--- config.mk ---
export PLATFORM = sky130hd
export DESIGN_NAME = i3c_csr_axi_top
export DESIGN_NICKNAME = d
export VERILOG_FILES = /design/src/i3c_csr_pkg.sv /design/src/csr_data_queue.sv /design/src/csr_regfile.sv /design/src/axi_adapter.sv /design/src/i3c_csr_axi_top.sv
export SDC_FILE = /design/constraint.sdc
export NUM_CORES = 1
export LEC_CHECK = 0
export BUFFER_PORTS_ARGS = -buffer_cell sky130_fd_sc_hd__buf_2
export CORE_MARGIN = 4
export CORE_UTILIZATION = 40
export CTS_BUF_LIST = sky130_fd_sc_hd__clkbuf_4 sky130_fd_sc_hd__clkbuf_8
export CTS_CLUSTER_DIAMETER = 150
export DETAILED_ROUTE_END_ITERATION = 16
export PLACE_DENSITY = 0.6
export REMOVE_ABC_BUFFERS = 1
export SLEW_MARGIN = 20
export SYNTH_ARGS = -nofsm -noshare
export SYNTH_HDL_FRONTEND = slang
export SYNTH_SLANG_ARGS = --single-unit
--- constraint.sdc ---
create_clock -name clk_i -period 3.4 [get_ports clk_i]
set_clock_uncertainty 0.05 [all_clocks]
set_input_delay 0.68 -clock clk_i [delete_from_list [all_inputs] [get_ports clk_i]]
set_output_delay 0.68 -clock clk_i [all_outputs]
set_load 0.02 [all_outputs]
--- src/i3c_csr_pkg.sv ---
// I3C CSR front end shared definitions
// Bus widths, register map, reset values, response codes and adapter states
`default_nettype none

package i3c_csr_pkg;

  localparam int unsigned AXI_ADDR_W  = 12;
  localparam int unsigned AXI_ID_W    = 2;
  localparam int unsigned AXI_USER_W  = 32;
  localparam int unsigned CSR_ADDR_W  = 5;
  localparam int unsigned CSR_DATA_W  = 32;
  localparam int unsigned QUEUE_DEPTH = 4;
  localparam int unsigned QUEUE_PTR_W = 2;

  typedef logic [AXI_ADDR_W-1:0]  axi_addr_t;
  typedef logic [AXI_ID_W-1:0]    axi_id_t;
  typedef logic [CSR_ADDR_W-1:0]  csr_addr_t;
  typedef logic [CSR_DATA_W-1:0]  csr_data_t;
  typedef logic [1:0]             axi_resp_t;
  typedef logic [2:0]             queue_level_t;
  typedef logic [QUEUE_PTR_W-1:0] queue_ptr_t;

  localparam axi_resp_t RESP_OKAY   = 2'd0;
  localparam axi_resp_t RESP_SLVERR = 2'd2;

  // Only single-beat INCR word transfers are legal
  localparam logic [1:0] AXI_BURST_INCR = 2'b01;
  localparam logic [2:0] AXI_SIZE_WORD  = 3'd2;

  localparam csr_addr_t REG_HC_VERSION   = 5'h00;
  localparam csr_addr_t REG_HC_CONTROL   = 5'h04;
  localparam csr_addr_t REG_SCRATCH      = 5'h08;
  localparam csr_addr_t REG_QUEUE_STATUS = 5'h0C;
  localparam csr_addr_t REG_DATA_PORT    = 5'h10;

  localparam csr_data_t VERSION_VALUE    = 32'h0000_0120;
  localparam csr_data_t HC_CONTROL_MASK  = 32'h8000_00FF;
  localparam csr_data_t HC_CONTROL_RESET = 32'h0000_0000;
  localparam csr_data_t SCRATCH_RESET    = 32'h0000_0000;

  // Queue status bit positions with the level in [2:0]
  localparam int unsigned QSTAT_EMPTY_BIT = 8;
  localparam int unsigned QSTAT_FULL_BIT  = 9;

  typedef enum logic [2:0] {
    ST_IDLE,
    ST_REQ,
    ST_WAIT_ACK,
    ST_RRESP,
    ST_BRESP
  } adapter_state_e;

endpackage

`default_nettype wire

--- src/csr_data_queue.sv ---
// Small circular buffer behind the data port register
// Push and pop are strobes and the caller guards against full and empty
`timescale 1ns/1ps
`default_nettype none

module csr_data_queue
  import i3c_csr_pkg::*;
(
  input  wire            clk_i,
  input  wire            rst_i,
  input  wire            push_i,
  input  wire csr_data_t push_data_i,
  input  wire            pop_i,
  output csr_data_t      head_data_o,
  output queue_level_t   level_o,
  output logic           empty_o,
  output logic           full_o
);

  csr_data_t    mem_q [QUEUE_DEPTH];
  queue_ptr_t   wr_ptr_q;
  queue_ptr_t   rd_ptr_q;
  queue_level_t level_q;

  always_ff @(posedge clk_i) begin
    if (push_i) begin
      mem_q[wr_ptr_q] <= push_data_i;
    end
  end

  always_ff @(posedge clk_i) begin
    if (rst_i) begin
      wr_ptr_q <= '0;
      rd_ptr_q <= '0;
      level_q  <= '0;
    end else begin
      if (push_i) begin
        wr_ptr_q <= wr_ptr_q + 1'b1;
      end
      if (pop_i) begin
        rd_ptr_q <= rd_ptr_q + 1'b1;
      end
      // Simultaneous push and pop leave the level alone
      case ({push_i, pop_i})
        2'b10: level_q <= level_q + 1'b1;
        2'b01: level_q <= level_q - 1'b1;
        default: level_q <= level_q;
      endcase
    end
  end

  assign head_data_o = mem_q[rd_ptr_q];
  assign level_o     = level_q;
  assign empty_o     = (level_q == '0);
  assign full_o      = (level_q == queue_level_t'(QUEUE_DEPTH));

endmodule

`default_nettype wire

--- src/csr_regfile.sv ---
// I3C controller CSR block on the CPU-interface bus
// Answers every request one cycle later with ack, data and error
`timescale 1ns/1ps
`default_nettype none

module csr_regfile
  import i3c_csr_pkg::*;
(
  input  wire            clk_i,
  input  wire            rst_i,
  input  wire            cpuif_req_i,
  input  wire            cpuif_req_is_wr_i,
  input  wire csr_addr_t cpuif_addr_i,
  input  wire csr_data_t cpuif_wr_data_i,
  input  wire csr_data_t cpuif_wr_biten_i,
  output logic           cpuif_rd_ack_o,
  output logic           cpuif_rd_err_o,
  output csr_data_t      cpuif_rd_data_o,
  output logic           cpuif_wr_ack_o,
  output logic           cpuif_wr_err_o
);

  csr_data_t    hc_control_q;
  csr_data_t    scratch_q;

  logic         rd_req;
  logic         wr_req;
  logic         sel_version;
  logic         sel_control;
  logic         sel_scratch;
  logic         sel_status;
  logic         sel_data;
  logic         sel_none;

  logic         push;
  logic         pop;
  csr_data_t    head_data;
  queue_level_t level;
  logic         empty;
  logic         full;

  csr_data_t    queue_status;
  csr_data_t    ctrl_wr_en;
  csr_data_t    rd_mux;
  logic         rd_err;
  logic         wr_err;

  assign rd_req = cpuif_req_i && !cpuif_req_is_wr_i;
  assign wr_req = cpuif_req_i && cpuif_req_is_wr_i;

  // Offsets are word aligned, so exact compare also rejects unaligned access
  assign sel_version = (cpuif_addr_i == REG_HC_VERSION);
  assign sel_control = (cpuif_addr_i == REG_HC_CONTROL);
  assign sel_scratch = (cpuif_addr_i == REG_SCRATCH);
  assign sel_status  = (cpuif_addr_i == REG_QUEUE_STATUS);
  assign sel_data    = (cpuif_addr_i == REG_DATA_PORT);
  assign sel_none    = !(sel_version || sel_control || sel_scratch ||
                         sel_status || sel_data);

  assign push = wr_req && sel_data && !full;
  assign pop  = rd_req && sel_data && !empty;

  assign rd_err = sel_none || (sel_data && empty);
  assign wr_err = sel_none || (sel_data && full);

  assign ctrl_wr_en = cpuif_wr_biten_i & HC_CONTROL_MASK;

  always_comb begin
    queue_status                  = '0;
    queue_status[2:0]             = level;
    queue_status[QSTAT_EMPTY_BIT] = empty;
    queue_status[QSTAT_FULL_BIT]  = full;
  end

  always_comb begin
    rd_mux = '0;
    if (sel_version) begin
      rd_mux = VERSION_VALUE;
    end else if (sel_control) begin
      rd_mux = hc_control_q;
    end else if (sel_scratch) begin
      rd_mux = scratch_q;
    end else if (sel_status) begin
      rd_mux = queue_status;
    end else if (sel_data && !empty) begin
      rd_mux = head_data;
    end
  end

  always_ff @(posedge clk_i) begin
    if (rst_i) begin
      cpuif_rd_ack_o <= 1'b0;
      cpuif_rd_err_o <= 1'b0;
      cpuif_wr_ack_o <= 1'b0;
      cpuif_wr_err_o <= 1'b0;
      hc_control_q   <= HC_CONTROL_RESET;
      scratch_q      <= SCRATCH_RESET;
    end else begin
      cpuif_rd_ack_o <= rd_req;
      cpuif_rd_err_o <= rd_req && rd_err;
      cpuif_wr_ack_o <= wr_req;
      cpuif_wr_err_o <= wr_req && wr_err;
      if (wr_req && sel_control) begin
        hc_control_q <= (hc_control_q & ~ctrl_wr_en) | (cpuif_wr_data_i & ctrl_wr_en);
      end
      if (wr_req && sel_scratch) begin
        scratch_q <= (scratch_q & ~cpuif_wr_biten_i) |
                     (cpuif_wr_data_i & cpuif_wr_biten_i);
      end
    end
  end

  // Read data is only meaningful alongside the ack
  always_ff @(posedge clk_i) begin
    if (rd_req) begin
      cpuif_rd_data_o <= rd_mux;
    end
  end

  csr_data_queue i_data_queue (
    .clk_i       (clk_i),
    .rst_i       (rst_i),
    .push_i      (push),
    .push_data_i (cpuif_wr_data_i),
    .pop_i       (pop),
    .head_data_o (head_data),
    .level_o     (level),
    .empty_o     (empty),
    .full_o      (full)
  );

endmodule

`default_nettype wire

--- src/axi_adapter.sv ---
// AXI4 single-beat slave that drives the CPU-interface register bus
// Illegal bursts, sizes, lengths and locked accesses get SLVERR without a bus access
`timescale 1ns/1ps
`default_nettype none

module axi_adapter
  import i3c_csr_pkg::*;
(
  input  wire                  clk_i,
  input  wire                  rst_i,

  // AXI read address and data
  input  wire axi_addr_t       araddr_i,
  input  wire [1:0]            arburst_i,
  input  wire [2:0]            arsize_i,
  input  wire [7:0]            arlen_i,
  input  wire [AXI_USER_W-1:0] aruser_i,
  input  wire axi_id_t         arid_i,
  input  wire                  arlock_i,
  input  wire                  arvalid_i,
  output logic                 arready_o,

  output csr_data_t            rdata_o,
  output axi_resp_t            rresp_o,
  output axi_id_t              rid_o,
  output logic                 rlast_o,
  output logic                 rvalid_o,
  input  wire                  rready_i,

  // AXI write address, data and response
  input  wire axi_addr_t       awaddr_i,
  input  wire [1:0]            awburst_i,
  input  wire [2:0]            awsize_i,
  input  wire [7:0]            awlen_i,
  input  wire [AXI_USER_W-1:0] awuser_i,
  input  wire axi_id_t         awid_i,
  input  wire                  awlock_i,
  input  wire                  awvalid_i,
  output logic                 awready_o,

  input  wire csr_data_t       wdata_i,
  input  wire [3:0]            wstrb_i,
  input  wire                  wlast_i,
  input  wire                  wvalid_i,
  output logic                 wready_o,

  output axi_resp_t            bresp_o,
  output axi_id_t              bid_o,
  output logic                 bvalid_o,
  input  wire                  bready_i,

  // CPU-interface bus
  output logic                 cpuif_req_o,
  output logic                 cpuif_req_is_wr_o,
  output csr_addr_t            cpuif_addr_o,
  output csr_data_t            cpuif_wr_data_o,
  output csr_data_t            cpuif_wr_biten_o,
  input  wire                  cpuif_rd_ack_i,
  input  wire                  cpuif_rd_err_i,
  input  wire csr_data_t       cpuif_rd_data_i,
  input  wire                  cpuif_wr_ack_i,
  input  wire                  cpuif_wr_err_i
);

  adapter_state_e state_q;
  logic           ar_held_q;
  logic           aw_held_q;
  logic           w_held_q;
  logic           cur_wr_q;

  csr_addr_t      ar_addr_q;
  csr_addr_t      aw_addr_q;
  axi_id_t        ar_id_q;
  axi_id_t        aw_id_q;
  logic           ar_ok_q;
  logic           aw_ok_q;
  logic           w_last_q;
  csr_data_t      w_data_q;
  logic [3:0]     w_strb_q;
  csr_data_t      rdata_q;
  axi_resp_t      rresp_q;
  axi_resp_t      bresp_q;

  logic           ar_take;
  logic           aw_take;
  logic           w_take;
  logic           ar_legal;
  logic           aw_legal;
  logic           rd_pend;
  logic           wr_pend;
  logic           rd_ok;
  logic           wr_ok;

  assign arready_o = (state_q == ST_IDLE) && !ar_held_q;
  assign awready_o = (state_q == ST_IDLE) && !aw_held_q;
  assign wready_o  = (state_q == ST_IDLE) && !w_held_q;

  assign ar_take = arvalid_i && arready_o;
  assign aw_take = awvalid_i && awready_o;
  assign w_take  = wvalid_i && wready_o;

  assign ar_legal = (arlen_i == 8'd0) && (arburst_i == AXI_BURST_INCR) &&
                    (arsize_i == AXI_SIZE_WORD) && !arlock_i;
  assign aw_legal = (awlen_i == 8'd0) && (awburst_i == AXI_BURST_INCR) &&
                    (awsize_i == AXI_SIZE_WORD) && !awlock_i;

  // Look through to this cycle's handshake so a request leaves IDLE at capture
  assign rd_pend = ar_held_q || ar_take;
  assign wr_pend = (aw_held_q || aw_take) && (w_held_q || w_take);
  assign rd_ok   = ar_take ? ar_legal : ar_ok_q;
  assign wr_ok   = (aw_take ? aw_legal : aw_ok_q) && (w_take ? wlast_i : w_last_q);

  always_ff @(posedge clk_i) begin
    if (ar_take) begin
      ar_addr_q <= araddr_i[CSR_ADDR_W-1:0];
      ar_id_q   <= arid_i;
      ar_ok_q   <= ar_legal;
    end
    if (aw_take) begin
      aw_addr_q <= awaddr_i[CSR_ADDR_W-1:0];
      aw_id_q   <= awid_i;
      aw_ok_q   <= aw_legal;
    end
    if (w_take) begin
      w_data_q <= wdata_i;
      w_strb_q <= wstrb_i;
      w_last_q <= wlast_i;
    end
  end

  // Preload an error response while idle and let a legal access overwrite it on ack
  always_ff @(posedge clk_i) begin
    if (state_q == ST_IDLE) begin
      rdata_q <= '0;
      rresp_q <= RESP_SLVERR;
      bresp_q <= RESP_SLVERR;
    end else if (state_q == ST_WAIT_ACK) begin
      if (cpuif_rd_ack_i) begin
        rdata_q <= cpuif_rd_data_i;
        rresp_q <= cpuif_rd_err_i ? RESP_SLVERR : RESP_OKAY;
      end
      if (cpuif_wr_ack_i) begin
        bresp_q <= cpuif_wr_err_i ? RESP_SLVERR : RESP_OKAY;
      end
    end
  end

  always_ff @(posedge clk_i) begin
    if (rst_i) begin
      state_q   <= ST_IDLE;
      ar_held_q <= 1'b0;
      aw_held_q <= 1'b0;
      w_held_q  <= 1'b0;
      cur_wr_q  <= 1'b0;
    end else begin
      if (ar_take) ar_held_q <= 1'b1;
      if (aw_take) aw_held_q <= 1'b1;
      if (w_take) w_held_q <= 1'b1;

      case (state_q)
        ST_IDLE: begin
          // A complete write goes ahead of a pending read
          if (wr_pend) begin
            cur_wr_q <= 1'b1;
            state_q  <= wr_ok ? ST_REQ : ST_BRESP;
          end else if (rd_pend) begin
            cur_wr_q <= 1'b0;
            state_q  <= rd_ok ? ST_REQ : ST_RRESP;
          end
        end
        ST_REQ: begin
          state_q <= ST_WAIT_ACK;
        end
        ST_WAIT_ACK: begin
          if (cur_wr_q && cpuif_wr_ack_i) begin
            state_q <= ST_BRESP;
          end else if (!cur_wr_q && cpuif_rd_ack_i) begin
            state_q <= ST_RRESP;
          end
        end
        ST_RRESP: begin
          if (rready_i) begin
            state_q   <= ST_IDLE;
            ar_held_q <= 1'b0;
          end
        end
        ST_BRESP: begin
          if (bready_i) begin
            state_q   <= ST_IDLE;
            aw_held_q <= 1'b0;
            w_held_q  <= 1'b0;
          end
        end
        default: begin
          state_q <= ST_IDLE;
        end
      endcase
    end
  end

  assign cpuif_req_o       = (state_q == ST_REQ);
  assign cpuif_req_is_wr_o = cur_wr_q;
  assign cpuif_addr_o      = cur_wr_q ? aw_addr_q : ar_addr_q;
  assign cpuif_wr_data_o   = w_data_q;

  // One strobe bit covers a byte lane
  always_comb begin
    for (int b = 0; b < 4; b++) begin
      cpuif_wr_biten_o[8*b +: 8] = {8{w_strb_q[b]}};
    end
  end

  assign rvalid_o = (state_q == ST_RRESP);
  assign rdata_o  = rdata_q;
  assign rresp_o  = rresp_q;
  assign rid_o    = ar_id_q;
  assign rlast_o  = rvalid_o;

  assign bvalid_o = (state_q == ST_BRESP);
  assign bresp_o  = bresp_q;
  assign bid_o    = aw_id_q;

endmodule

`default_nettype wire

--- src/i3c_csr_axi_top.sv ---
// AXI4 front end for the I3C controller CSR block
`timescale 1ns/1ps
`default_nettype none

module i3c_csr_axi_top
  import i3c_csr_pkg::*;
(
  input  wire                  clk_i,
  input  wire                  rst_i,

  input  wire axi_addr_t       araddr_i,
  input  wire [1:0]            arburst_i,
  input  wire [2:0]            arsize_i,
  input  wire [7:0]            arlen_i,
  input  wire [AXI_USER_W-1:0] aruser_i,
  input  wire axi_id_t         arid_i,
  input  wire                  arlock_i,
  input  wire                  arvalid_i,
  output logic                 arready_o,

  output csr_data_t            rdata_o,
  output axi_resp_t            rresp_o,
  output axi_id_t              rid_o,
  output logic                 rlast_o,
  output logic                 rvalid_o,
  input  wire                  rready_i,

  input  wire axi_addr_t       awaddr_i,
  input  wire [1:0]            awburst_i,
  input  wire [2:0]            awsize_i,
  input  wire [7:0]            awlen_i,
  input  wire [AXI_USER_W-1:0] awuser_i,
  input  wire axi_id_t         awid_i,
  input  wire                  awlock_i,
  input  wire                  awvalid_i,
  output logic                 awready_o,

  input  wire csr_data_t       wdata_i,
  input  wire [3:0]            wstrb_i,
  input  wire                  wlast_i,
  input  wire                  wvalid_i,
  output logic                 wready_o,

  output axi_resp_t            bresp_o,
  output axi_id_t              bid_o,
  output logic                 bvalid_o,
  input  wire                  bready_i
);

  logic      cpuif_req;
  logic      cpuif_req_is_wr;
  csr_addr_t cpuif_addr;
  csr_data_t cpuif_wr_data;
  csr_data_t cpuif_wr_biten;
  logic      cpuif_rd_ack;
  logic      cpuif_rd_err;
  csr_data_t cpuif_rd_data;
  logic      cpuif_wr_ack;
  logic      cpuif_wr_err;

  axi_adapter i_axi_adapter (
    .clk_i             (clk_i),
    .rst_i             (rst_i),
    .araddr_i          (araddr_i),
    .arburst_i         (arburst_i),
    .arsize_i          (arsize_i),
    .arlen_i           (arlen_i),
    .aruser_i          (aruser_i),
    .arid_i            (arid_i),
    .arlock_i          (arlock_i),
    .arvalid_i         (arvalid_i),
    .arready_o         (arready_o),
    .rdata_o           (rdata_o),
    .rresp_o           (rresp_o),
    .rid_o             (rid_o),
    .rlast_o           (rlast_o),
    .rvalid_o          (rvalid_o),
    .rready_i          (rready_i),
    .awaddr_i          (awaddr_i),
    .awburst_i         (awburst_i),
    .awsize_i          (awsize_i),
    .awlen_i           (awlen_i),
    .awuser_i          (awuser_i),
    .awid_i            (awid_i),
    .awlock_i          (awlock_i),
    .awvalid_i         (awvalid_i),
    .awready_o         (awready_o),
    .wdata_i           (wdata_i),
    .wstrb_i           (wstrb_i),
    .wlast_i           (wlast_i),
    .wvalid_i          (wvalid_i),
    .wready_o          (wready_o),
    .bresp_o           (bresp_o),
    .bid_o             (bid_o),
    .bvalid_o          (bvalid_o),
    .bready_i          (bready_i),
    .cpuif_req_o       (cpuif_req),
    .cpuif_req_is_wr_o (cpuif_req_is_wr),
    .cpuif_addr_o      (cpuif_addr),
    .cpuif_wr_data_o   (cpuif_wr_data),
    .cpuif_wr_biten_o  (cpuif_wr_biten),
    .cpuif_rd_ack_i    (cpuif_rd_ack),
    .cpuif_rd_err_i    (cpuif_rd_err),
    .cpuif_rd_data_i   (cpuif_rd_data),
    .cpuif_wr_ack_i    (cpuif_wr_ack),
    .cpuif_wr_err_i    (cpuif_wr_err)
  );

  csr_regfile i_csr_regfile (
    .clk_i             (clk_i),
    .rst_i             (rst_i),
    .cpuif_req_i       (cpuif_req),
    .cpuif_req_is_wr_i (cpuif_req_is_wr),
    .cpuif_addr_i      (cpuif_addr),
    .cpuif_wr_data_i   (cpuif_wr_data),
    .cpuif_wr_biten_i  (cpuif_wr_biten),
    .cpuif_rd_ack_o    (cpuif_rd_ack),
    .cpuif_rd_err_o    (cpuif_rd_err),
    .cpuif_rd_data_o   (cpuif_rd_data),
    .cpuif_wr_ack_o    (cpuif_wr_ack),
    .cpuif_wr_err_o    (cpuif_wr_err)
  );

endmodule

`default_nettype wire

# Word-level counts from Yosys, hierarchy flattened
# Memory sizes are Yosys's and may differ from the RTL's. A register that Yosys moved wholly into a read port is not among the register bits.
# Index checks and enable logic that the tools add are counted.
totals:
  ramBits: 128
  inputBits: 164
  register_bits: 203
  n_memories: 1
mem_list:
  columns: ["memory", "words", "width", "read_ports", "rd_clocked_by_memory_dff", "write_ports", "line_no", "source"]
  rows:
  - ["i_csr_regfile.i_data_queue.mem_q", 4, 32, 1, 1, 1, "csr_data_queue.sv:20", "csr_data_t mem_q [QUEUE_DEPTH];"]
op_classes:
  bitwise: 8
  n_eq_ne: 19
  add_sub_neg: 4
  reduce_logical: 58
  muxes: 35
op_table:
  columns: ["cell", "n"]
  rows:
  - ["$and A32 B32 Y32", 4]
  - ["$mux W32", 4]
  - ["$not A32 Y32", 2]
  - ["$or A32 B32 Y32", 2]
  - ["$logic_and A1 B1 Y1", 29]
  - ["$mux W3", 7]
  - ["$logic_not A8 Y1", 2]
  - ["$mux W1", 16]
  - ["$pmux W3 S5", 1]
  - ["$eq A3 B2 Y1 const B", 4]
  - ["$eq A5 B4 Y1 const B", 2]
  - ["$mux W2", 5]
  - ["$logic_not A1 Y1", 9]
  - ["$logic_or A1 B1 Y1", 9]
  - ["$eq A2 B1 Y1 const B", 3]
  - ["$eq A3 B3 Y1 const B", 2]
  - ["$logic_not A3 Y1", 2]
  - ["$pmux W3 S2", 1]
  - ["$reduce_and A2 Y1", 3]
  - ["$eq A5 B3 Y1 const B", 1]
  - ["$eq A5 B5 Y1 const B", 1]
  - ["$logic_not A5 Y1", 1]
  - ["$mux W5", 1]
  - ["$add A2 B1 Y2 const B", 2]
  - ["9 further kinds", 11]

# Depth between registers and ports, before layout
# Gate-level depths: netlist (run 1).
logic_depth:
  ltp_word: 9
  ltp_mapped: 12
  depth_no_buf: 10

# Cells and area by module
# A second synthesis (run 1) with hierarchy kept.
unflattened:
  cells_unflattened: 921
  area_unflattened_um2: 12435.7
by_module_without_submodules:
  columns: ["module", "seq_area_each_um2", "n_inst", "cells_per_inst", "area_per_inst_um2"]
  rows:
  - ["csr_data_queue", 4023.9, 1, 214, 5092.4]
  - ["csr_regfile", 1861.8, 1, 389, 3714.8]
  - ["axi_adapter", 2382.3, 1, 318, 3628.5]

# Worst setup path after synthesis (run 1)
# OpenSTA, ideal clock, no wires.
synth_timing:
  kind: "register to register"
  start: "register i_axi_adapter.cur_wr_q, in the netlist i_axi_adapter.cpuif_req_is_wr_o"
  end: "register i_csr_regfile.i_data_queue.level_q[2], in the netlist i_csr_regfile.i_data_queue.level_o[2]"
  slack_ns: 0.816
  path_buffers: 2
  setup_ns: 0.070
  required_time_ns: 3.280
  synth_period_minus_slack_ns: 2.584
  arrival_time_ns: 2.463
  path_stages_with_launch: 12
  cell_sequence: "dfxtp_1 -> buf_6 -> buf_6 -> nor3_1 -> o32ai_2 -> nor3_2 -> ha_1 -> inv_1 -> fa_1 -> xor2_1 -> or3_1 -> a21oi_1"
synth_between:
  elab_chain_cells: 6
  elab_cells_between_ends: 13
synth_lines:
  columns: ["element", "line_no", "source"]
  rows:
  - ["from (decl)", "axi_adapter.sv:69", "logic cur_wr_q;"]
  - ["from (signal assigned)", "axi_adapter.sv:154", "cur_wr_q <= 1'b0;"]
  - ["from (signal assigned)", "axi_adapter.sv:164", "cur_wr_q <= 1'b1;"]
  - ["from (signal assigned)", "axi_adapter.sv:167", "cur_wr_q <= 1'b0;"]
  - ["$mux W5 or $logic_not A1 Y1 (tied branches)", "axi_adapter.sv:203, csr_regfile.sv:48", null]
  - ["$eq A5 B5 Y1 or $logic_and A1 B1 Y1 (tied branches)", "csr_regfile.sv:56, csr_regfile.sv:48", null]
  - ["$logic_and A1 B1 Y1 (*) (2 in series)", "csr_regfile.sv:61", "assign pop = rd_req && sel_data && !empty;"]
  - ["named net i_csr_regfile.i_data_queue.pop_i", "csr_data_queue.sv:13", "input wire pop_i,"]
  - ["$eq A2 B1 Y1 or $eq A2 B2 Y1 (tied branches)", "csr_data_queue.sv:44", "case ({push_i, pop_i})"]
  - ["$pmux W3 S2 or $reduce_bool A2 Y1 (tied branches)", null, null]
  - ["to (signal assigned)", "csr_data_queue.sv:45", "2'b10: level_q <= level_q + 1'b1;"]
  - ["to (signal assigned)", "csr_data_queue.sv:46", "2'b01: level_q <= level_q - 1'b1;"]
  - ["to (signal assigned)", "csr_data_queue.sv:47", "default: level_q <= level_q;"]
  - ["to (decl)", "csr_data_queue.sv:23", "queue_level_t level_q;"]
# The timed path passes the listed nets; every way through them passes the cells marked *.
# A chain may end at the register's enable or synchronous reset.

# Worst setup path after layout (run 1)
# Same ends and word-level chain as after synthesis.

==> metrics.md, run 1 <==
| Metric | Value |
|---|---|
| Sw frac | 0.265 |
| Tot Pwr | 9.18 mW |
| Kind of critical path | reg -> reg |
| GPL Wtd Cong | 0.765 |
| Max Slew Vio Count | 0 |
| Endpoint class of the critical path | register |
| Clock power frac | 0.372 |
| Final setup viols | 0 |
| CTS tree | built |
| Mapped Avg Cell Area | between 15 and 20 sq um |
| Setup_tns | 0 ns |
| Register area share after synthesis | 0.708 |
| # diodes | 0 |
| Fraction of layout cells with a size suffix above 1 | 0.303 |
| Max_slew headroom | 0.395 |
| Final hold violation count | 0 |
| Ys Warns | 0 |
| Max Fclk | 0.331 GHz |
| Syn Inst Count | 777 |
| Vias in the first global route | 6,730 |
| Most used DFF post-synth | edfxtp_1 |
| Placed Cells | 1,272 |
| Drt wl/cell | about 18 microns |
| Core area | roughly 0.029 sq mm |
| Internal Power | 6.74 mW |
| Number of fill cells | 2,507 |
| CTS root buf | clkbuf_8 |
| Worst Tran Pin Value | roughly 0.91 ns |
| Most common cell after layout, fill and taps aside | edfxtp_1 |
| TritonRoute pass-1 iters | 4 |
| Leak | 5.10 nW |
| CTS H-tree lvls | 2 |
| Initial DRC count | approximately 350 |
| Cell Area, Synth | 0.0117 sq mm |
| Aggregate global-route resource usage | 0.156 |
| Critical Path AT | between 3 and 4 ns |
| Die area | 0.0320 sq mm |
| Hold WS | ~0.23 ns |
| GR Overflow Total | 0 |
| EDFF count, synth | 210 |
| PD cells | 659 mW/mm^2 |
| Final ANT Viol Nets | 0 |
| # DRC | 0 |
| Clk Latency, worst-skew pair | 0.58 ns |
| Largest net degree at the start of global routing | 44 |
| IO buf count | 129 |
| Switch Pwr | approximately 2.4 mW |
| Reg power frac | 0.508 |
| Startpoint types | register |
| DRT Wirelength | 25,100 microns |
| Initial Util | 0.406 |
| Post-CTS sizing | 0 |
| CTS Buf Count | 51 |
| Final period utilization | 0.890 |
| Logic pwr share | 0.121 |
| Max-cap viol count | 0 |
| Asr flop ratio synth | 0 |
| Most frequent cells in the layout | edfxtp_1, buf_2, dfxtp_1 |
| Detail Placement HPWL | 15,400 microns |
| Fin crit period | 3.02 ns |
| Via count | 6,805 |
| Fin util | 0.484 |
| Std-Cell Rows | 62 |
| Clock transition at path regs | about 0.06 ns |
| Initial antenna violation count | 0 |
| Ports | 210 |
| Layout Cells excl Fill | 1,368 |
| Setup bufs post-CTS | 0 |
| Status | finished, final reports clean |
| Final nets | 1,111 |
| Layout area overhead | 19.2% |
| VDD IR-drop max | ~0.37 mV |
| First-pass GRT wire length | between 30,000 and 40,000 microns |
| R2r worst-path depth | 9 |
| CTS Buffer Depth | 3 |
| Min-Delay Path Class | in -> reg |
| Die Y | roughly 180 microns |
| Hold path depth | 1 |
| Via density | 4.97 |
| Die width | ~180 microns |
| Register bit total from synthesis | 308 |
| Post-CTS Hold Buffers | 0 |
| Clock Sinks | between 300 and 400 |
| RSZ-0062 raised after global routing | false |
| CP Data Required Time | roughly 3.8 ns |
| Netlist cell types | 63 |
| Worst-path maximum fanout | 16 |
-- critical path, cell delays in order (launching register included) --
cell	delay, ns
dfxtp_1	0.74
nor3b_4	0.36
o21ai_2	0.17
nor3_2	0.25
ha_1	0.23
inv_1	0.08
fa_1	0.44
xor2_1	0.16
or3_1	0.30
a21oi_1	0.14
-- logic make-up (layout without fill, tap and decap cells) --
| kind of cell | Yosys count | in the layout | share of synthesized area |
|---|---|---|---|
| multiplexers | 81 | 81 | 0.105 |
| AND/OR/NAND/NOR | 213 | 213 | 0.0925 |
| buffers and inverters | 55 | 261 | 0.0227 |
| XOR/XNOR | 5 | 5 | 0.00375 |
| adder cells (fa/ha/maj) | 6 | 6 | 0.00707 |
| other | 1 | 2 | 0.000321 |
| AO/OA/AOI/OAI | 108 | 108 | 0.0610 |
| flip-flops | 308 | 308 | 0.708 |
-- cell usage after synthesis, drive strengths merged, types with 5 or more instances --
library cell	instances	share of area
o21ai	10	0.0046
edfxtp	210	0.54
nand2	86	0.028
or3	5	0.0031
a22o	23	0.017
mux2i	47	0.041
nor2	70	0.023
inv	15	0.0048
clkbuf	21	0.0067
a21oi	48	0.021
dfxtp	98	0.17
buf	19	0.011
ha	5	0.0054
nor4	8	0.0066
a22oi	7	0.0045
nor3	11	0.0070
mux4	32	0.062
nand3	6	0.0049
-- layer usage --
layer  up-vias  track usage  routed length (microns)  share of wire
li1       3251            -                        -              -
met1      3343        0.222                    11500           0.46
met2       176        0.248                    11700           0.47
met3        35       0.0299                     1430          0.057
met4         0       0.0397                      407          0.016
met5         -            0                        0              0
-- per-stage QoR --
stage                     cell area, sq um  worst slack [ns]
after floorplan                      11500             0.726
after global placement               12800             0.473
after detailed placement             12800             0.430
after CTS                            13900             0.393
after global routing                 13900             0.190
final                                13900             0.376
-- power groups by stage --
stage / Combinational, mW / Clock [mW] / Sequential, mW
after global routing: 1.22 / 3.68 / 4.70
after detailed placement: 1.12 / 0 / 4.74
after floorplan: 0.611 / 0 / 4.72
final: 1.11 / 3.41 / 4.66
after global placement: 1.12 / 0 / 4.73
after CTS: 1.13 / 3.51 / 4.66
-- layout make-up --
cell class              count  area [sq um]  share of cell area
multi-input cells         415          3160               0.227
clock inverters            15           131             0.00944
repair buffers            150           853              0.0613
inverters                  15          56.3             0.00404
flip-flops and latches    308          8270               0.594
well taps                 384           480              0.0345
clock buffers              81           971              0.0697
-- path summary, 6_finish.rpt --
check | start | end | slack, ns
setup reg to reg | i_axi_adapter.cpuif_req_is_wr_o | i_csr_regfile.i_data_queue.level_o[2] | 0.38
hold / removal | wdata_i[14] | i_axi_adapter.cpuif_wr_data_o[14] | 0.23
hold reg to reg | i_csr_regfile.cpuif_rd_err_o | i_axi_adapter.rresp_o[1] | 0.40
setup / recovery | i_axi_adapter.cpuif_req_is_wr_o | i_csr_regfile.i_data_queue.level_o[2] | 0.38
No activity file was read; power rests on OpenSTA's default activity.
==> run 2, diff against run 1 <==
CORE_ASPECT_RATIO = 1.2   (was not set)
==> metrics.md, run 2 (synthesis gave the netlist of run 1 again) <==
| Metric | Value |
|---|---|
| CTS root buf | clkbuf_8 (unchanged) |
| Placed Cells | 1,275 (was 1,272) |
| Post-CTS Hold Buffers | 0 (unchanged) |
| CTS Buf Count | 49 (was 51) |
| Max-cap viol count | 0 (unchanged) |
| Critical Path AT | 3.40 ns (was 3.47 ns) |
| # diodes | 0 (unchanged) |
| TritonRoute pass-1 iters | 4 (unchanged) |
| Kind of critical path | reg -> reg (unchanged) |
| Max_slew headroom | 0.523 (was 0.395) |
| Leak | 5.05 nW (was 5.10 nW) |
| Via count | 6,815 (was 6,805) |
| IO buf count | 129 (unchanged) |
| CP Data Required Time | 3.83 ns (was 3.84 ns) |
| Via density | 4.99 (was 4.97) |
| Std-Cell Rows | 68 (was 62) |
| Clock Sinks | 308 (unchanged) |
| Status | finished, final reports clean (unchanged) |
| Hold WS | 0.253 ns (was 0.227 ns) |
| Number of fill cells | 2,603 (was 2,507) |
| Setup_tns | 0 ns (unchanged) |
| Initial Util | 0.406 (about the same) |
| Final hold violation count | 0 (unchanged) |
| GR Overflow Total | 0 (unchanged) |
| Setup bufs post-CTS | 0 (unchanged) |
| PD cells | 643 mW/mm^2 (was 659 mW/mm^2) |
| Fin crit period | 2.98 ns (was 3.02 ns) |
| Final nets | 1,111 (unchanged) |
| Final period utilization | 0.876 (was 0.890) |
| Endpoint class of the critical path | register (unchanged) |
| GPL Wtd Cong | 0.788 (was 0.765) |
| Die Y | 195 microns (was 179 microns) |
| Worst-path maximum fanout | 16 (unchanged) |
| VDD IR-drop max | 0.310 mV (was 0.373 mV) |
| Largest net degree at the start of global routing | 37 (was 44) |
| Vias in the first global route | 6,953 (was 6,730) |
| Die width | 164 microns (was 179 microns) |
| CTS H-tree lvls | 2 (unchanged) |
| Fraction of layout cells with a size suffix above 1 | 0.297 (was 0.303) |
| RSZ-0062 raised after global routing | false (unchanged) |
| Worst Tran Pin Value | 0.715 ns (was 0.908 ns) |
| Core area | 0.0288 sq mm (about the same) |
| # DRC | 0 (unchanged) |
| Layout Cells excl Fill | 1,365 (was 1,368) |
| Most common cell after layout, fill and taps aside | edfxtp_1 (unchanged) |
| Max Slew Vio Count | 0 (unchanged) |
| Startpoint types | register (unchanged) |
| Min-Delay Path Class | in -> reg (unchanged) |
| Post-CTS sizing | 0 (unchanged) |
| Final ANT Viol Nets | 0 (unchanged) |
| CTS tree | built (unchanged) |
| Drt wl/cell | 18.2 microns (was 18.3 microns) |
| CTS Buffer Depth | 3 (unchanged) |
| Pre-CTS WS | 0.440 ns (was 0.430 ns) |
| Fin util | 0.481 (was 0.484) |
| Ports | 210 (unchanged) |
| Initial antenna violation count | 0 (unchanged) |
| Aggregate global-route resource usage | 0.156 (about the same) |
| Layout area overhead | 18.5% (was 19.2%) |
| Detail Placement HPWL | 15,400 microns (about the same) |
| Final setup viols | 0 (unchanged) |
| Fin worst setup slack | 0.423 ns (was 0.376 ns) |
| First-pass GRT wire length | 38,900 microns (was 38,400 microns) |
| DRT Wirelength | 24,900 microns (was 25,100 microns) |
| Clk Latency, worst-skew pair | 0.55 ns (was 0.58 ns) |
| Max Fclk | 0.336 GHz (was 0.331 GHz) |
| Initial DRC count | 434 (was 348) |
| Most frequent cells in the layout | edfxtp_1, buf_2, dfxtp_1 (unchanged) |
| Clock transition at path regs | 0.06 ns (about the same) |
| Die area | 0.0320 sq mm (about the same) |
[run 2: worst max-delay path, cell delays in order (launching register included)]
cell and delay (ns):
dfxtp_1 0.73, nor3b_4 0.37, o21ai_2 0.18, nor3_2 0.24
ha_1 0.23, inv_1 0.07, fa_1 0.43, xor2_1 0.16
or3_1 0.31, a21oi_1 0.14
[run 2: worst paths after layout]
path | cells after the start | slack [ns] | endpoint | start
worst max-delay path | 9 | 0.42 | i_csr_regfile.i_data_queue.level_o[2] | i_axi_adapter.cpuif_req_is_wr_o
worst min-delay path | 1 | 0.25 | i_axi_adapter.cpuif_wr_data_o[24] | wdata_i[24]
worst max register to register | 9 | 0.42 | i_csr_regfile.i_data_queue.level_o[2] | i_axi_adapter.cpuif_req_is_wr_o
worst min register to register | 2 | 0.39 | i_axi_adapter.rresp_o[1] | i_csr_regfile.cpuif_rd_err_o
[run 2: power breakdown]
group,internal [mW],total [mW],switching (mW)
Sequential,4.43,4.65,0.219
Clock,1.75,3.14,1.39
Combinational,0.342,1.11,0.766
[run 2: layout make-up]
| cell class | instances | area [sq um] | share of cell area |
|---|---|---|---|
| clock buffer | 69 | 881 | 0.0636 |
| inverter | 15 | 56.3 | 0.00407 |
| timing repair buffer | 152 | 868 | 0.0627 |
| sequential | 308 | 8270 | 0.597 |
| clock inverter | 21 | 124 | 0.00895 |
| tap | 385 | 482 | 0.0348 |
| multi-input combinational | 415 | 3160 | 0.228 |
[run 2: stage by stage]
step	cell area [sq um]	total power, mW
detailed placement	12800	5.86
floorplan	11500	5.33
global route	13800	9.36
finish	13800	8.90
global placement	12800	5.84
CTS	13800	9.04
[run 2: per-layer routing]
| layer | track usage | part of all wire | vias to the layer above |
|---|---|---|---|
| met5 | 0 | 0 | - |
| met4 | 0.0494 | 0.023 | 0 |
| met3 | 0.0277 | 0.067 | 44 |
| met2 | 0.254 | 0.48 | 219 |
| met1 | 0.213 | 0.43 | 3305 |
| li1 | - | - | 3247 |
==> run 3, diff against run 2 <==
CELL_PAD_IN_SITES_DETAIL_PLACEMENT = 1   (was not set)
CELL_PAD_IN_SITES_GLOBAL_PLACEMENT = 1   (was not set)
CORE_MARGIN = 2   (was 4)
PLACE_DENSITY = 0.71   (was 0.6)
==> metrics.md, run 3 (synthesis gave the netlist of run 1 again) <==
| Metric | Value |
|---|---|
| CTS Buf Count | 48 (was 49) |
| Startpoint types | register (unchanged) |
| Kind of critical path | reg -> reg (unchanged) |
| Max_slew headroom | 0.462 (was 0.523) |
| Most common cell after layout, fill and taps aside | edfxtp_1 (unchanged) |
| Clock transition at path regs | 0.06 ns (about the same) |
| Initial Util | 0.406 (unchanged) |
| Critical path buffer and inverter count | 1 (unchanged) |
| Final hold violation count | 0 (unchanged) |
| CTS H-tree lvls | 2 (unchanged) |
| First-pass GRT wire length | 43,100 microns (was 38,900 microns) |
| IO buf count | 129 (unchanged) |
| DRT Wirelength | 27,200 microns (was 24,900 microns) |
| PD cells | 653 mW/mm^2 (was 643 mW/mm^2) |
| Via density | 5.11 (was 4.99) |
| Die width | 160 microns (was 164 microns) |
| Fraction of layout cells with a size suffix above 1 | 0.302 (was 0.297) |
| # DRC | 0 (unchanged) |
| Worst-path maximum fanout | 11 (was 16) |
| Initial antenna violation count | 0 (unchanged) |
| GR Overflow Total | 0 (unchanged) |
| Aggregate global-route resource usage | 0.182 (was 0.156) |
| GPL Wtd Cong | 0.747 (was 0.788) |
| CTS Buffer Depth | 3 (unchanged) |
| Leak | 5.07 nW (was 5.05 nW) |
| CTS root buf | clkbuf_8 (unchanged) |
| Status | finished, final reports clean (unchanged) |
| Post-CTS Hold Buffers | 0 (unchanged) |
| Internal Power | 6.65 mW (was 6.52 mW) |
| Endpoint class of the critical path | register (unchanged) |
| Setup bufs post-CTS | 0 (unchanged) |
| Final period utilization | 0.863 (was 0.876) |
| Setup_tns | 0 ns (unchanged) |
| Max Fclk | 0.341 GHz (was 0.336 GHz) |
| Reg power frac | 0.513 (was 0.523) |
| Detail Placement HPWL | 17,100 microns (was 15,400 microns) |
| Die area | 0.0306 sq mm (was 0.0320 sq mm) |
| Cell family with the largest share of critical-path delay | simple AND/OR/NAND/NOR gates (unchanged) |
| Switch Pwr | 2.42 mW (was 2.37 mW) |
| Number of fill cells | 2,947 (was 2,603) |
| Layout Cells excl Fill | 1,361 (was 1,365) |
| Fin crit period | 2.94 ns (was 2.98 ns) |
| Die Y | 191 microns (was 195 microns) |
| Worst path slowest cell | dfxtp_1 (unchanged) |
| CP Data Required Time | 3.83 ns (about the same) |
| Initial DRC count | 329 (was 434) |
| Max-cap viol count | 0 (unchanged) |
| Placed Cells | 1,273 (was 1,275) |
| Final ANT Viol Nets | 0 (unchanged) |
| Max stage delay on crit path | 0.62 ns (was 0.73 ns) |
| Vias in the first global route | 7,646 (was 6,953) |
| Core area | 0.0288 sq mm (unchanged) |
| CP cell instances | nor3b_4 > o21ai_2 > nor3_2 > ha_1 > inv_1 > fa_1 > xor2_1 > or3_1 > a21oi_1 (unchanged) |
| Layout area overhead | 18.9% (was 18.5%) |
| VDD IR-drop max | 0.240 mV (was 0.310 mV) |
| Clock Sinks | 308 (unchanged) |
| Final nets | 1,108 (was 1,111) |
| Ports | 210 (unchanged) |
| Min-Delay Path Class | in -> reg (unchanged) |
| RSZ-0062 raised after global routing | false (unchanged) |
| TritonRoute pass-1 iters | 6 (was 4) |
| Critical Path AT | 3.36 ns (was 3.40 ns) |
| Final setup viols | 0 (unchanged) |
| Largest net degree at the start of global routing | 35 (was 37) |
| CTS tree | built (unchanged) |
| Clock power frac | 0.359 (was 0.353) |
| Most frequent cells in the layout | edfxtp_1, buf_2, dfxtp_1 (unchanged) |
| Drt wl/cell | 20.0 microns (was 18.2 microns) |
| Sw frac | 0.267 (about the same) |
| Max Slew Vio Count | 0 (unchanged) |
| Worst Tran Pin Value | 0.804 ns (was 0.715 ns) |
| Std-Cell Rows | 68 (unchanged) |
| Logic pwr share | 0.128 (was 0.125) |
| Via count | 6,953 (was 6,815) |
| Clk Latency, worst-skew pair | 0.56 ns (was 0.55 ns) |
| # diodes | 0 (unchanged) |
| Post-CTS sizing | 0 (unchanged) |
==> run 3: cell types whose count changed in the layout (fill, tap and decap cells not counted), sizes merged <==
cell / previous run / this run
clkinv: 19 / 4
clkbuf: 69 / 83
buf: 152 / 150
bufinv: 1 / 0
clkinvlp: 2 / 1
inv: 14 / 15
==> run 3: worst register-to-register path, delay by kind of cell, from the launching register on <==
family / cells / cell delay [ns]
buffers and inverters: 1 / 0.09
adder cells (fa/ha/maj): 2 / 0.68
AND/OR/NAND/NOR: 3 / 0.94
XOR/XNOR: 1 / 0.16
flip-flops: 1 / 0.62
AO/OA/AOI/OAI: 2 / 0.33
==> run 3: routing by layer <==
| metal | GRT usage | routed length, microns | up-vias |
|---|---|---|---|
| met5 | 0 | 0 | - |
| met4 | 0.0631 | 697 | 0 |
| met3 | 0.0356 | 1380 | 49 |
| met2 | 0.330 | 14000 | 186 |
| met1 | 0.218 | 11200 | 3481 |
| li1 | - | - | 3237 |
==> run 3: worst paths after layout <==
kind                                            to  slack (ns)                             from  cells after the start
max reg2reg  i_csr_regfile.i_data_queue.level_o[2]        0.46  i_axi_adapter.cpuif_req_is_wr_o                      9
max          i_csr_regfile.i_data_queue.level_o[2]        0.46  i_axi_adapter.cpuif_req_is_wr_o                      9
min              i_axi_adapter.cpuif_wr_data_o[12]        0.24                      wdata_i[12]                      1
min reg2reg               i_axi_adapter.rresp_o[1]        0.39     i_csr_regfile.cpuif_rd_err_o                      2
==> run 3: power groups by stage <==
stage	Combinational [mW]	Clock, mW	Sequential, mW
5_1_grt	1.27	3.51	4.70
6_report	1.16	3.26	4.65
3_3_place_gp	1.16	0	4.72
3_5_place_dp	1.18	0	4.74
2_1_floorplan	0.611	0	4.72
4_1_cts	1.18	3.36	4.66
==> run 3: through the flow <==
| stage | hold WS [ns] | area (sq um) | setup WS [ns] | total power, mW | util |
|---|---|---|---|---|---|
| floorplan | 0.366 | 11500 | 0.726 | 5.33 | - |
| global placement | 0.376 | 12800 | 0.580 | 5.87 | 0.447 |
| detailed placement | 0.380 | 12800 | 0.515 | 5.92 | 0.447 |
| CTS | 0.196 | 13900 | 0.448 | 9.20 | 0.483 |
| global route | 0.206 | 13900 | 0.235 | 9.47 | 0.483 |
| finish | 0.240 | 13900 | 0.465 | 9.07 | 0.483 |
==> run 3: cell type report <==
cell class | count | area [sq um] | area share
clock inverter | 5 | 30.0 | 0.00216
sequential | 308 | 8270 | 0.595
inverter | 15 | 56.3 | 0.00405
timing repair buffer | 150 | 878 | 0.0632
clock buffer | 83 | 1010 | 0.0728
tap | 385 | 482 | 0.0347
multi-input combinational | 415 | 3160 | 0.228
